--- src/include/fetch_defs.svh ---
`ifndef FETCH_DEFS_SVH
`define FETCH_DEFS_SVH

// Data and address width, one RV32 word
`define XLEN 32

// First fetch address out of reset
`define RESET_PC 32'h0000_0000

// Sequential fetch increment
`define PC_STEP 32'd4

// ADDI x0, x0, 0
`define NOP_INSN 32'h0000_0013

`endif
--- src/design/fetch_pkg.sv ---
`default_nettype none

`include "fetch_defs.svh"

package fetch_pkg;

    // Static direction rule for conditional branches
    // Backward offset means a loop, so predict taken
    function automatic logic predict_taken(input logic [`XLEN-1:0] imm);
        return imm[`XLEN-1];
    endfunction

    // Return address for JAL/JALR and fall-through of a branch
    function automatic logic [`XLEN-1:0] link_addr(input logic [`XLEN-1:0] pc);
        return pc + `PC_STEP;
    endfunction

endpackage

`default_nettype wire

--- src/design/rv_isa_pkg.sv ---
`default_nettype none

`include "fetch_defs.svh"

package rv_isa_pkg;

    // Major opcodes seen by the early decoder
    localparam logic [6:0] OPC_JAL    = 7'b110_1111;
    localparam logic [6:0] OPC_JALR   = 7'b110_0111;
    localparam logic [6:0] OPC_BRANCH = 7'b110_0011;
    // I-format ALU and load words, which carry an I immediate
    localparam logic [6:0] OPC_OP_IMM = 7'b001_0011;
    localparam logic [6:0] OPC_LOAD   = 7'b000_0011;

    // One instruction word seen through each encoding format
    typedef union packed {
        logic [`XLEN-1:0] word;
        struct packed {
            logic [11:0] imm;
            logic [4:0]  rs1;
            logic [2:0]  funct3;
            logic [4:0]  rd;
            logic [6:0]  opcode;
        } i;
        // Branch offset bits are scattered around rs1/rs2
        struct packed {
            logic        imm12;
            logic [5:0]  imm10_5;
            logic [4:0]  rs2;
            logic [4:0]  rs1;
            logic [2:0]  funct3;
            logic [3:0]  imm4_1;
            logic        imm11;
            logic [6:0]  opcode;
        } b;
        // Jump offset, bit 0 implied zero
        struct packed {
            logic        imm20;
            logic [9:0]  imm10_1;
            logic        imm11;
            logic [7:0]  imm19_12;
            logic [4:0]  rd;
            logic [6:0]  opcode;
        } j;
    } rv_insn_u;

endpackage

`default_nettype wire

--- src/design/fetch_stage.sv ---
`timescale 1ns/1ps
`default_nettype none

`include "fetch_defs.svh"

module fetch_stage (
    input  logic             clk,
    input  logic             reset,
    input  logic             bubble_i,
    input  logic             misprediction_i,
    input  logic             flush_i,
    input  logic [`XLEN-1:0] instruction_i,
    input  logic             instruction_valid_i,
    input  logic [`XLEN-1:0] correct_pc_i,
    output logic [`XLEN-1:0] current_pc_o,

    // IF/ID register outputs
    output logic [`XLEN-1:0] instruction_o,
    output logic [`XLEN-1:0] imm_o,
    output logic [`XLEN-1:0] pc_plus_o,
    output logic             branch_prediction_o
);

    logic [`XLEN-1:0] imm;
    logic             jump;
    logic             jalr;
    logic [`XLEN-1:0] pc_save;
    logic             parked;
    logic             issue;

    early_decoder u_early_decoder (
        .instruction_i (instruction_i),
        .imm_o         (imm),
        .jump_o        (jump),
        .jalr_o        (jalr)
    );

    pc_controller u_pc_controller (
        .clk                 (clk),
        .reset               (reset),
        .bubble_i            (bubble_i),
        .instruction_valid_i (instruction_valid_i),
        .jump_i              (jump),
        .jalr_i              (jalr),
        .imm_i               (imm),
        .misprediction_i     (misprediction_i),
        .correct_pc_i        (correct_pc_i),
        .current_pc_o        (current_pc_o),
        .pc_save_o           (pc_save),
        .parked_o            (parked)
    );

    // Only a fresh word fetched while not parked goes to decode
    assign issue = instruction_valid_i && !parked;

    // IF/ID register
    always_ff @(posedge clk or negedge reset) begin
        if (!reset) begin
            instruction_o       <= '0;
            imm_o               <= '0;
            pc_plus_o           <= '0;
            branch_prediction_o <= 1'b0;
        end else if (!bubble_i) begin
            if (flush_i || !issue) begin
                // Canonical NOP with cleared side fields
                instruction_o       <= `NOP_INSN;
                imm_o               <= '0;
                pc_plus_o           <= '0;
                branch_prediction_o <= 1'b0;
            end else begin
                instruction_o       <= instruction_i;
                imm_o               <= imm;
                pc_plus_o           <= pc_save;
                // JAL counts as predicted taken too
                branch_prediction_o <= jump;
            end
        end
        // Bubble: hold everything
    end

endmodule

`default_nettype wire

--- src/design/pc_controller.sv ---
`timescale 1ns/1ps
`default_nettype none

`include "fetch_defs.svh"

module pc_controller
    import fetch_pkg::*;
(
    input  logic             clk,
    input  logic             reset,
    input  logic             bubble_i,
    input  logic             instruction_valid_i,
    input  logic             jump_i,
    input  logic             jalr_i,
    input  logic [`XLEN-1:0] imm_i,
    input  logic             misprediction_i,
    input  logic [`XLEN-1:0] correct_pc_i,
    output logic [`XLEN-1:0] current_pc_o,
    output logic [`XLEN-1:0] pc_save_o,
    output logic             parked_o
);

    logic [`XLEN-1:0] pc_q;
    logic [`XLEN-1:0] pc_next;
    logic             parked_q;
    logic             parked_next;

    // Next PC, highest priority first
    always_comb begin
        pc_next     = pc_q;
        parked_next = parked_q;
        if (misprediction_i) begin
            // Back end redirect wins even under a bubble
            pc_next     = correct_pc_i;
            parked_next = 1'b0;
        end else if (!bubble_i && instruction_valid_i && !parked_q) begin
            if (jump_i) begin
                pc_next = pc_q + imm_i;
            end else if (jalr_i) begin
                // Wait here for the redirect
                parked_next = 1'b1;
            end else begin
                pc_next = link_addr(pc_q);
            end
        end
    end

    always_ff @(posedge clk or negedge reset) begin
        if (!reset) begin
            pc_q     <= `RESET_PC;
            parked_q <= 1'b0;
        end else begin
            pc_q     <= pc_next;
            parked_q <= parked_next;
        end
    end

    assign current_pc_o = pc_q;
    assign pc_save_o    = link_addr(pc_q);
    assign parked_o     = parked_q;

endmodule

`default_nettype wire

--- src/design/early_decoder.sv ---
`timescale 1ns/1ps
`default_nettype none

`include "fetch_defs.svh"

module early_decoder
    import rv_isa_pkg::*;
    import fetch_pkg::*;
(
    input  logic [`XLEN-1:0] instruction_i,
    output logic [`XLEN-1:0] imm_o,
    output logic             jump_o,
    output logic             jalr_o
);

    rv_insn_u         insn;
    logic [6:0]       opcode;
    logic [`XLEN-1:0] imm_i_type;
    logic [`XLEN-1:0] imm_b_type;
    logic [`XLEN-1:0] imm_j_type;
    logic             is_jal;
    logic             is_branch;

    assign insn   = instruction_i;
    // Opcode sits in the same bits for every format
    assign opcode = insn.i.opcode;

    // Sign-extended immediates, one per format
    assign imm_i_type = {{(`XLEN-12){insn.i.imm[11]}}, insn.i.imm};

    assign imm_b_type = {{(`XLEN-13){insn.b.imm12}},
                         insn.b.imm12,
                         insn.b.imm11,
                         insn.b.imm10_5,
                         insn.b.imm4_1,
                         1'b0};

    assign imm_j_type = {{(`XLEN-21){insn.j.imm20}},
                         insn.j.imm20,
                         insn.j.imm19_12,
                         insn.j.imm11,
                         insn.j.imm10_1,
                         1'b0};

    always_comb begin
        case (opcode)
            OPC_JALR,
            OPC_OP_IMM,
            OPC_LOAD:   imm_o = imm_i_type;
            OPC_BRANCH: imm_o = imm_b_type;
            OPC_JAL:    imm_o = imm_j_type;
            default:    imm_o = '0;
        endcase
    end

    assign is_jal    = (opcode == OPC_JAL);
    assign is_branch = (opcode == OPC_BRANCH);

    // Redirect in fetch on JAL or a backward branch
    assign jump_o = is_jal || (is_branch && predict_taken(imm_b_type));

    // Target depends on rs1, resolved later in the pipe
    assign jalr_o = (opcode == OPC_JALR);

endmodule

`default_nettype wire

--- config.mk ---
export PLATFORM = sky130hd
export DESIGN_NAME = fetch_stage
export DESIGN_NICKNAME = d
export VERILOG_FILES = /design/src/design/fetch_pkg.sv /design/src/design/rv_isa_pkg.sv /design/src/design/fetch_stage.sv /design/src/design/pc_controller.sv /design/src/design/early_decoder.sv
export VERILOG_INCLUDE_DIRS = /design/src /design/src/include
export SDC_FILE = /design/constraint.sdc
export NUM_CORES = 1
export LEC_CHECK = 0
export ABC_AREA = 1
export BUFFER_PORTS_ARGS = -buffer_cell sky130_fd_sc_hd__buf_2
export CAP_MARGIN = 30
export CELL_PAD_IN_SITES_DETAIL_PLACEMENT = 0
export CELL_PAD_IN_SITES_GLOBAL_PLACEMENT = 1
export CORE_AREA = 2 2 137 139
export CTS_BUF_LIST = sky130_fd_sc_hd__clkbuf_4
export DETAILED_ROUTE_END_ITERATION = 8
export DIE_AREA = 0 0 139 141
export HOLD_SLACK_MARGIN = 0.05
export PLACE_DENSITY_LB_ADDON = 0.1
export SLEW_MARGIN = 20
export SYNTH_ARGS = -nofsm -noshare
export SYNTH_HDL_FRONTEND = slang
export SYNTH_SLANG_ARGS = --single-unit
--- constraint.sdc ---
create_clock -name clk -period 7.1 [get_ports clk]
set_clock_uncertainty 0.2 [all_clocks]
set_input_delay 0.355 -clock clk [delete_from_list [all_inputs] [get_ports clk]]
set_output_delay 0.355 -clock clk [all_outputs]
set_load 0.1 [all_outputs]
==> results of run 1 <==
## path summary, 6_finish.rpt
kind                                                         end  depth (start not counted)  slack [ns]
max in group asynchronous       u_pc_controller.current_pc_o[22]                          4        5.41
min in group clk                u_pc_controller.current_pc_o[15]                          5        0.08
worst min register to register                          imm_o[1]                          2        0.29
worst max-delay path            u_pc_controller.current_pc_o[27]                         20        3.16
worst max register to register  u_pc_controller.current_pc_o[26]                         12        4.05
worst min-delay path                           instruction_o[30]                          2        0.07
## worst max-delay path, delay by kind of cell
family          cells  cell delay, ns
buf+inv             3            0.89
simple gates       14            1.88
compound gates      2            0.66
fa+ha+maj           1            0.40
## stage by stage
step / util [%] / hold WS [ns] / std cells / setup slack, ns / area (µm²)
2_1_floorplan: - / -0.141 / 1020 / 4.05 / 7710
3_3_place_gp: 48.1 / 0.167 / 1409 / 3.16 / 8790
3_5_place_dp: 48.2 / 0.165 / 1410 / 3.15 / 8810
4_1_cts: 53.7 / 0.0521 / 1512 / 3.22 / 9810
5_1_grt: 53.9 / 0.109 / 1515 / 2.91 / 9850
6_report: 53.9 / 0.0709 / 1515 / 3.16 / 9850
## flip-flops by register name, summed over array words and instances, names as in the netlist
signal,cells
u_pc_controller.parked_o,1
pc_plus_o,32
branch_prediction_o,1
imm_o,21
u_pc_controller.current_pc_o,32
instruction_o,32
## cells by family (layout without fill, tap and decap cells)
family | count (synthesis) | in the layout | share of synthesized area [%]
flops | 119 | 119 | 38.6
other cells | 0 | 1 | 0
xor+xnor | 39 | 39 | 4.43
fa+ha+maj | 22 | 22 | 3.67
buf+inv | 158 | 418 | 8.67
simple gates | 456 | 456 | 26.9
compound gates | 226 | 226 | 17.7
## final cells by class
type / instances / area (µm²) / area share (%)
multi-input cells: 743 / 4070 / 41.3
flip-flops and latches: 119 / 2980 / 30.2
repair buffers: 278 / 1810 / 18.4
inverters: 108 / 405 / 4.12
well taps: 234 / 293 / 2.97
clock inverters: 15 / 168 / 1.70
clock buffers: 17 / 128 / 1.30
diodes: 1 / 2.50 / 0.0254
## cell usage in the layout (no fill, tap or decap), types with 4 or more instances in the layout
cell	count
buf_4	8
nor2_2	8
o21ai_0	91
nand2_1	263
nor2_4	8
nand2_4	4
inv_2	4
clkinv_4	4
o22ai_1	6
o41ai_1	7
dlygate4sd3_1	70
xor2_1	31
o2111ai_1	6
dfrtp_1	119
a21oi_1	63
nand3b_1	4
o221ai_1	4
nor4_1	4
inv_1	102
nor2_1	71
xnor2_1	8
inv_6	5
a22o_1	21
nor3_1	8
clkbuf_4	17
ha_1	21
nand3_1	53
nand4_1	13
nand2_2	8
buf_2	197
a31oi_1	4
## power groups by stage
stage / Sequential, mW / Clock, mW / Combinational, mW
after floorplan: 1.17 / 0 / 0.266
after global placement: 0.825 / 0 / 0.814
after detailed placement: 0.824 / 0 / 0.816
after CTS: 0.811 / 0.547 / 0.847
after global routing: 0.821 / 0.574 / 0.902
final: 0.815 / 0.537 / 0.853
## metal layers
metal / vias up / routed length [µm]
met5: - / 0
met2: 374 / 12400
met4: 0 / 537
met1: 3949 / 14100
met3: 44 / 2120
li1: 3894 / -
## what timing repair did
item | in CTS | in global routing
endpoints found under the setup margin | 0 | 0
hold buffers | 70 | 0
endpoints found under the hold margin | 121 | 0
==> summary.md, run 1 <==
| Metric | Value |
|---|---|
| Status | completed |
| Critical path arrival | 4.21 ns |
| P_int | 1.13 mW |
| Hold crit path type | input pin to async pin |
| VDD IR max | around 0.15 mV |
| Worst slew margin | about two fifths |
| Synthesized cell area | around 7700 µm² |
| Design Power | 2.20 mW |
| Tmin final | 3.94 ns |
| Tightest Pin Transition | ~0.89 ns |
| Global-route wire length before repair | 44300 µm |
| Row count | 50 |
| CTS buffer count | 17 |
| Setup Crit Path Kind | input pin to flip-flop |
| Clock share of power | ~24% |
| Post-synth top flop | dfrtp_1 |
| H-tree Lvls | 4 |
| Commonest cells post-synth | nand2_1, dfrtp_1, inv_1 |
| Slew Limit Fails | 0 |
| GR Util All Layers | a little under 30% |
| Async SR Flop Fraction | 100% |
| Later-pin clock latency in the skew report | 0.59 ns |
| Fill count | roughly 1800 |
| Port Buffers | about 200 |
| Fraction of layout cells with a size suffix above 1 | 22.5% |
| Final Cycle Share | 55.5% |
| Grt met3 use | 5.40% |
| Crit path max fanout | 9 |
| Critical-path cell list | dlygate4sd3_1 -> buf_2 -> nand2_1 -> nor2_1 -> nand2_1 -> clkinv_1 -> nor2_1 -> o22ai_1 -> ha_1 -> nand2_1 -> o21ai_0 -> nand4_1 -> nand3_1 -> nand3_1 -> nand2_1 -> nand2_1 -> nand3b_1 -> nand3_1 -> nand3_1 -> nand2_1 |
| Sequential power share | a little under two fifths |
| Initial antenna violation count | 1 |
| Clock Root Buffer | clkbuf_4 |
| Final setup violation count | 0 |
| Mapped Nets | about 1100 |
| CTS tree | done |
| Max-cap viol count | 0 |
| Vias in the first global route | about 7700 |
| DR iter-0 viols | 703 |
| IO Pins | 199 |
| Data required time of the worst path | between 7 and 8 ns |
| Die Ht | 141 µm |
| TNS Setup | 0 ns |
| Hold Vio Cnt, Final | 0 |
| Grt ovf | 0 |
| GR peak layer | met1 |
| ANT nets after route | 0 |
| Synth area leader | dfrtp_1 |
| Area growth syn-to-layout | 27.8% |
| Mapped Avg Cell Area | around 7.6 µm² |
| Syn Inst Count | 1020 |
| DR vias | 8261 |
| Postcts setup bufs | 0 |
| Area share of the largest cell type after synthesis | about two fifths |
| Drt total wl | just under 30000 µm |
| Post-synth EDFFs | 0 |
| Clk buf depth | 2 |
| Vias per inst | roughly 5.5 |
| Drc violations | 0 |
| Gpl congestion | around 0.95 |
| Worst reg2reg path startpoint | u_pc_controller.current_pc_o[0] |
| Top-count cell post-synth | nand2_1 |
| Max Fclk | ~0.25 GHz |
| Core Region | approximately 18000 µm² |
| Pwr Density | roughly 220 nW/µm² |
| Dpl hpwl | between 20000 and 25000 µm |
| Met2 usage | a little over two fifths |
| Cts repair resizes | 0 |
| Synth warn | 0 |
| Initial Utilization | ~42% |
| Seq/Total Area, Yosys | about two fifths |
| Combinational Power Share | between 30% and 40% |
| Cell with the most instances on the worst path | nand2_1 |
| Routed len/inst | between 15 and 20 µm |
| Pre-antenna DRT Iters | 5 |
| Top post-synthesis cells by area | dfrtp_1, nand2_1, o21ai_0, inv_1, a21oi_1 |
| Crit-path max cell delay | around 0.53 ns |
| Worst setup EP type | flip-flop |
| Cell leakage power | roughly 5.2 nW |
| Crit path from | instruction_i[1] |
| Post-synth cell types | 52 |
| Met1 Usage GRT | approximately 45% |
| DIE WIDTH | approximately 140 µm |
| Worst path slowest cell | dlygate4sd3_1 |
| Largest net degree at the start of global routing | 86 |
| Die area | about 20000 µm² |
| RSZ-0062 raised after global routing | false |
| Seq cells post-synth | 119 |
| Clock sinks | about 120 |
| Sw frac | between 40 and 50% |
| Crit path launch type | input pin |
| Nets@finish | about 1400 |
| Clock Pin Slew Worst Setup and Hold Paths | about 0.13 ns |
| Sw power | 1.08 mW |
Power figures use the tool's default switching activity.
==> run 2: changes to the inputs <==
--- a/config.mk
+++ b/config.mk
@@ -6,15 +6,15 @@
 export SDC_FILE = /design/constraint.sdc
 export NUM_CORES = 1
 export LEC_CHECK = 0
-export ABC_AREA = 1
+export ABC_AREA = 0
 export BUFFER_PORTS_ARGS = -buffer_cell sky130_fd_sc_hd__buf_2
 export CAP_MARGIN = 30
 export CELL_PAD_IN_SITES_DETAIL_PLACEMENT = 0
 export CELL_PAD_IN_SITES_GLOBAL_PLACEMENT = 1
-export CORE_AREA = 2 2 137 139
+export CORE_AREA = 2 2 144 146
 export CTS_BUF_LIST = sky130_fd_sc_hd__clkbuf_4
 export DETAILED_ROUTE_END_ITERATION = 8
-export DIE_AREA = 0 0 139 141
+export DIE_AREA = 0 0 146 148
 export HOLD_SLACK_MARGIN = 0.05
 export PLACE_DENSITY_LB_ADDON = 0.1
 export SLEW_MARGIN = 20
==> constraint.sdc (replaced) <==
create_clock -name clk -period 3.3 [get_ports clk]
set_clock_uncertainty 0.2 [all_clocks]
set_input_delay 0.165 -clock clk [delete_from_list [all_inputs] [get_ports clk]]
set_output_delay 0.165 -clock clk [all_outputs]
set_load 0.1 [all_outputs]
==> summary.md, run 2 <==
| Metric | Value |
|---|---|
| Status | completed |
| IO Pins | roughly 200 |
| CP bufs+invs | 3 |
| Port Buffers | between 150 and 200 |
| Critical-path cell list | buf_2 -> and3b_1 -> nand2_2 -> a21oi_2 -> or2_2 -> a22o_1 -> ha_1 -> a21o_1 -> o21bai_2 -> o21ai_2 -> buf_4 -> nand2_1 -> xnor2_1 -> a211oi_1 -> a21oi_1 -> dlygate4sd3_1 -> a21oi_1 |
| Syn Inst Count | roughly 800 |
| Drc violations | 0 |
| Max Fclk | 0.315 GHz |
| Worst setup EP type | flip-flop |
| Synthesized cell area | approximately 7300 µm² |
| Area share of the largest cell type after synthesis | roughly 40% |
| Async SR Flop Fraction | between 90% and 100% |
| Crit-path max cell delay | ~0.57 ns |
| Row count | 52 |
| Tightest Pin Transition | 0.731 ns |
| RSZ-0062 raised after global routing | true |
| Top-count cell post-synth | dfrtp_1 |
| Tmin final | around 3.2 ns |
| DR iter-0 viols | ~560 |
| Die Ht | between 100 and 150 µm |
| CTS buffer count | 17 |
| Slew Limit Fails | 0 |
| Design Power | between 4 and 5 mW |
| ANT nets after route | 0 |
| Cell with the most instances on the worst path | a21oi_1 |
| VDD IR max | between 0.2 and 0.25 mV |
| Post-synth top flop | dfrtp_1 |
| Dpl hpwl | between 20000 and 25000 µm |
| Nets@finish | around 1200 |
| Hold crit path type | input pin to flip-flop |
| Gpl congestion | roughly 0.92 |
| Seq/Total Area, Yosys | approximately two fifths |
| Most common cell after layout, fill and taps aside | buf_2 |
| Data required time of the worst path | between 3 and 4 ns |
| Largest net degree at the start of global routing | 68 |
| Post-synth EDFFs | 0 |
| Worst path slowest cell | dlygate4sd3_1 |
| Worst slew margin | just over 50% |
| Vias per inst | 5.37 |
| Area growth syn-to-layout | 41.6% |
| Hold Vio Cnt, Final | 0 |
| Final Util | between 50% and 60% |
| Top post-synthesis cells by area | dfrtp_1, a22o_1, nand2_1, o21ai_0, ha_1 |
| Crit path max-delay family | compound AO/OA/AOI/OAI gates |
| Pwr Density | around 440 nW/µm² |
| Drt total wl | approximately 27000 µm |
| Post-synth cell types | between 70 and 80 |
| Pre-antenna DRT Iters | 5 |
| Clock sinks | between 100 and 150 |
| Global-route wire length before repair | roughly 43000 µm |
| Final setup violation count | 0 |
| Max-cap viol count | 0 |
| Setup Crit Path Kind | input pin to flip-flop |
| CTS tree | done |
| Synth warn | 0 |
| GR Util All Layers | between 20% and 30% |
| Commonest cells post-synth | dfrtp_1, nand2_1, a22o_1 |
| Later-pin clock latency in the skew report | approximately 0.56 ns |
| Commonest cells after routing, fill and taps aside | buf_2, dfrtp_1, buf_4, nand2_1, dlygate4sd3_1 |
| Mapped Nets | roughly 900 |
| Crit path max fanout | 4 |
| Cell leakage power | 5.16 nW |
| Core Region | 20000 µm² |
| Mapped Avg Cell Area | 9.14 µm² |
| Clk buf depth | 2 |
| Fill count | 1936 |
| Fraction of layout cells with a size suffix above 1 | approximately a third |
| Crit path launch type | input pin |
| Clock Pin Slew Worst Setup and Hold Paths | roughly 0.12 ns |
| Initial Utilization | 36.7% |
| Clock Root Buffer | clkbuf_4 |
| Vias in the first global route | 7496 |
| DIE WIDTH | ~150 µm |
| Synth area leader | dfrtp_1 |
| H-tree Lvls | 4 |
| DR vias | 7669 |
| Grt ovf | 0 |
| Critical path arrival | ~3.5 ns |
| Routed len/inst | ~19 µm |
| Initial antenna violation count | 1 |
| Seq cells post-synth | between 100 and 150 |
| Final Cycle Share | around 96% |
| Die area | around 22000 µm² |
run 2: cell count changes after synthesis, sizes merged, moves of 15 or more:
cell and change:
nand2 -191, inv -88, a22o +45, nor2 -42, o21ai -36, nand3 -28
a21oi -23, a21o +15, and2 +15
run 2: power breakdown:
part | switching [mW] | internal [mW]
combinational | 1.34 | 0.497
clock | 0.672 | 0.372
sequential | 0.145 | 1.57
run 2: path summary, 6_finish.rpt:
path / end / from / depth (start not counted) / slack (ns)
worst max-delay path: u_pc_controller.current_pc_o[9] / instruction_i[5] / 17 / 0.12
max in group asynchronous: u_pc_controller.current_pc_o[2] / reset / 4 / 1.50
worst min-delay path: instruction_o[10] / instruction_i[10] / 3 / 0.19
min in group asynchronous: u_pc_controller.current_pc_o[6] / reset / 4 / 0.50
worst max register to register: u_pc_controller.current_pc_o[9] / u_pc_controller.current_pc_o[4] / 11 / 0.26
worst min register to register: pc_plus_o[28] / pc_plus_o[28] / 2 / 0.29
run 2: logic make-up (layout without fill, tap and decap cells):
family                   Yosys count  after routing  synth area share (%)
flip-flops                       119            119                  40.5
other                              0              2                     0
adder cells (fa/ha/maj)           22             22                  3.85
XOR/XNOR                          42             42                  5.01
AND/OR/NAND/NOR                  253            253                  17.2
AO/OA/AOI/OAI                    274            274                  27.0
buffers and inverters             84            435                  5.06
multiplexers                      10             10                  1.40
run 2: area by class of cell:
cell class                      count  area, µm²  share of cell area (%)
Clock buffer                       17        128                    1.23
Timing Repair Buffer              385       2650                    25.5
Sequential cell                   119       2980                    28.7
Inverter                           18       67.6                   0.650
Clock inverter                     15        130                    1.25
Antenna cell                        2       5.00                  0.0481
Multi-Input combinational cell    601       4100                    39.4
Tap cell                          270        338                    3.25
run 2: per-layer routing:
| metal | track usage (%) | part of all wire [%] | up-vias |
|---|---|---|---|
| li1 | - | - | 3664 |
| met1 | 35.2 | 48 | 3725 |
| met2 | 40.7 | 46 | 260 |
| met3 | 5.12 | 5.6 | 20 |
| met4 | 5.58 | 1.0 | 0 |
| met5 | 0 | 0 | - |
run 2: stage by stage:
stage	cells	area, µm²	setup slack, ns	hold WS (ns)	setup TNS, ns
floorplan	804	7430	-0.00987	-0.331	-0.00987
global placement	1308	9250	-0.240	-0.174	-3.63
detailed placement	1309	9270	-0.307	-0.177	-4.15
CTS	1424	10400	0.0725	0.154	0
global route	1427	10400	-0.00391	0.158	-0.00391
finish	1427	10400	0.124	0.186	0
run 2: timing repair:
item | 4_1_cts | 5_1_grt
resized for setup | 0 | 5
endpoints found under the setup margin | 0 | 4
setup buffers | 0 | 1
endpoints found under the hold margin | 231 | 0
hold buffers | 83 | 0
run 2: worst reg2reg max path: stages, from the launching register on:
cell	delay [ns]
dfrtp_1	0.49
ha_1	0.36
a21o_1	0.20
o21bai_2	0.23
o21ai_2	0.18
buf_4	0.14
nand2_1	0.05
xnor2_1	0.15
a211oi_1	0.23
a21oi_1	0.06
dlygate4sd3_1	0.57
a21oi_1	0.14
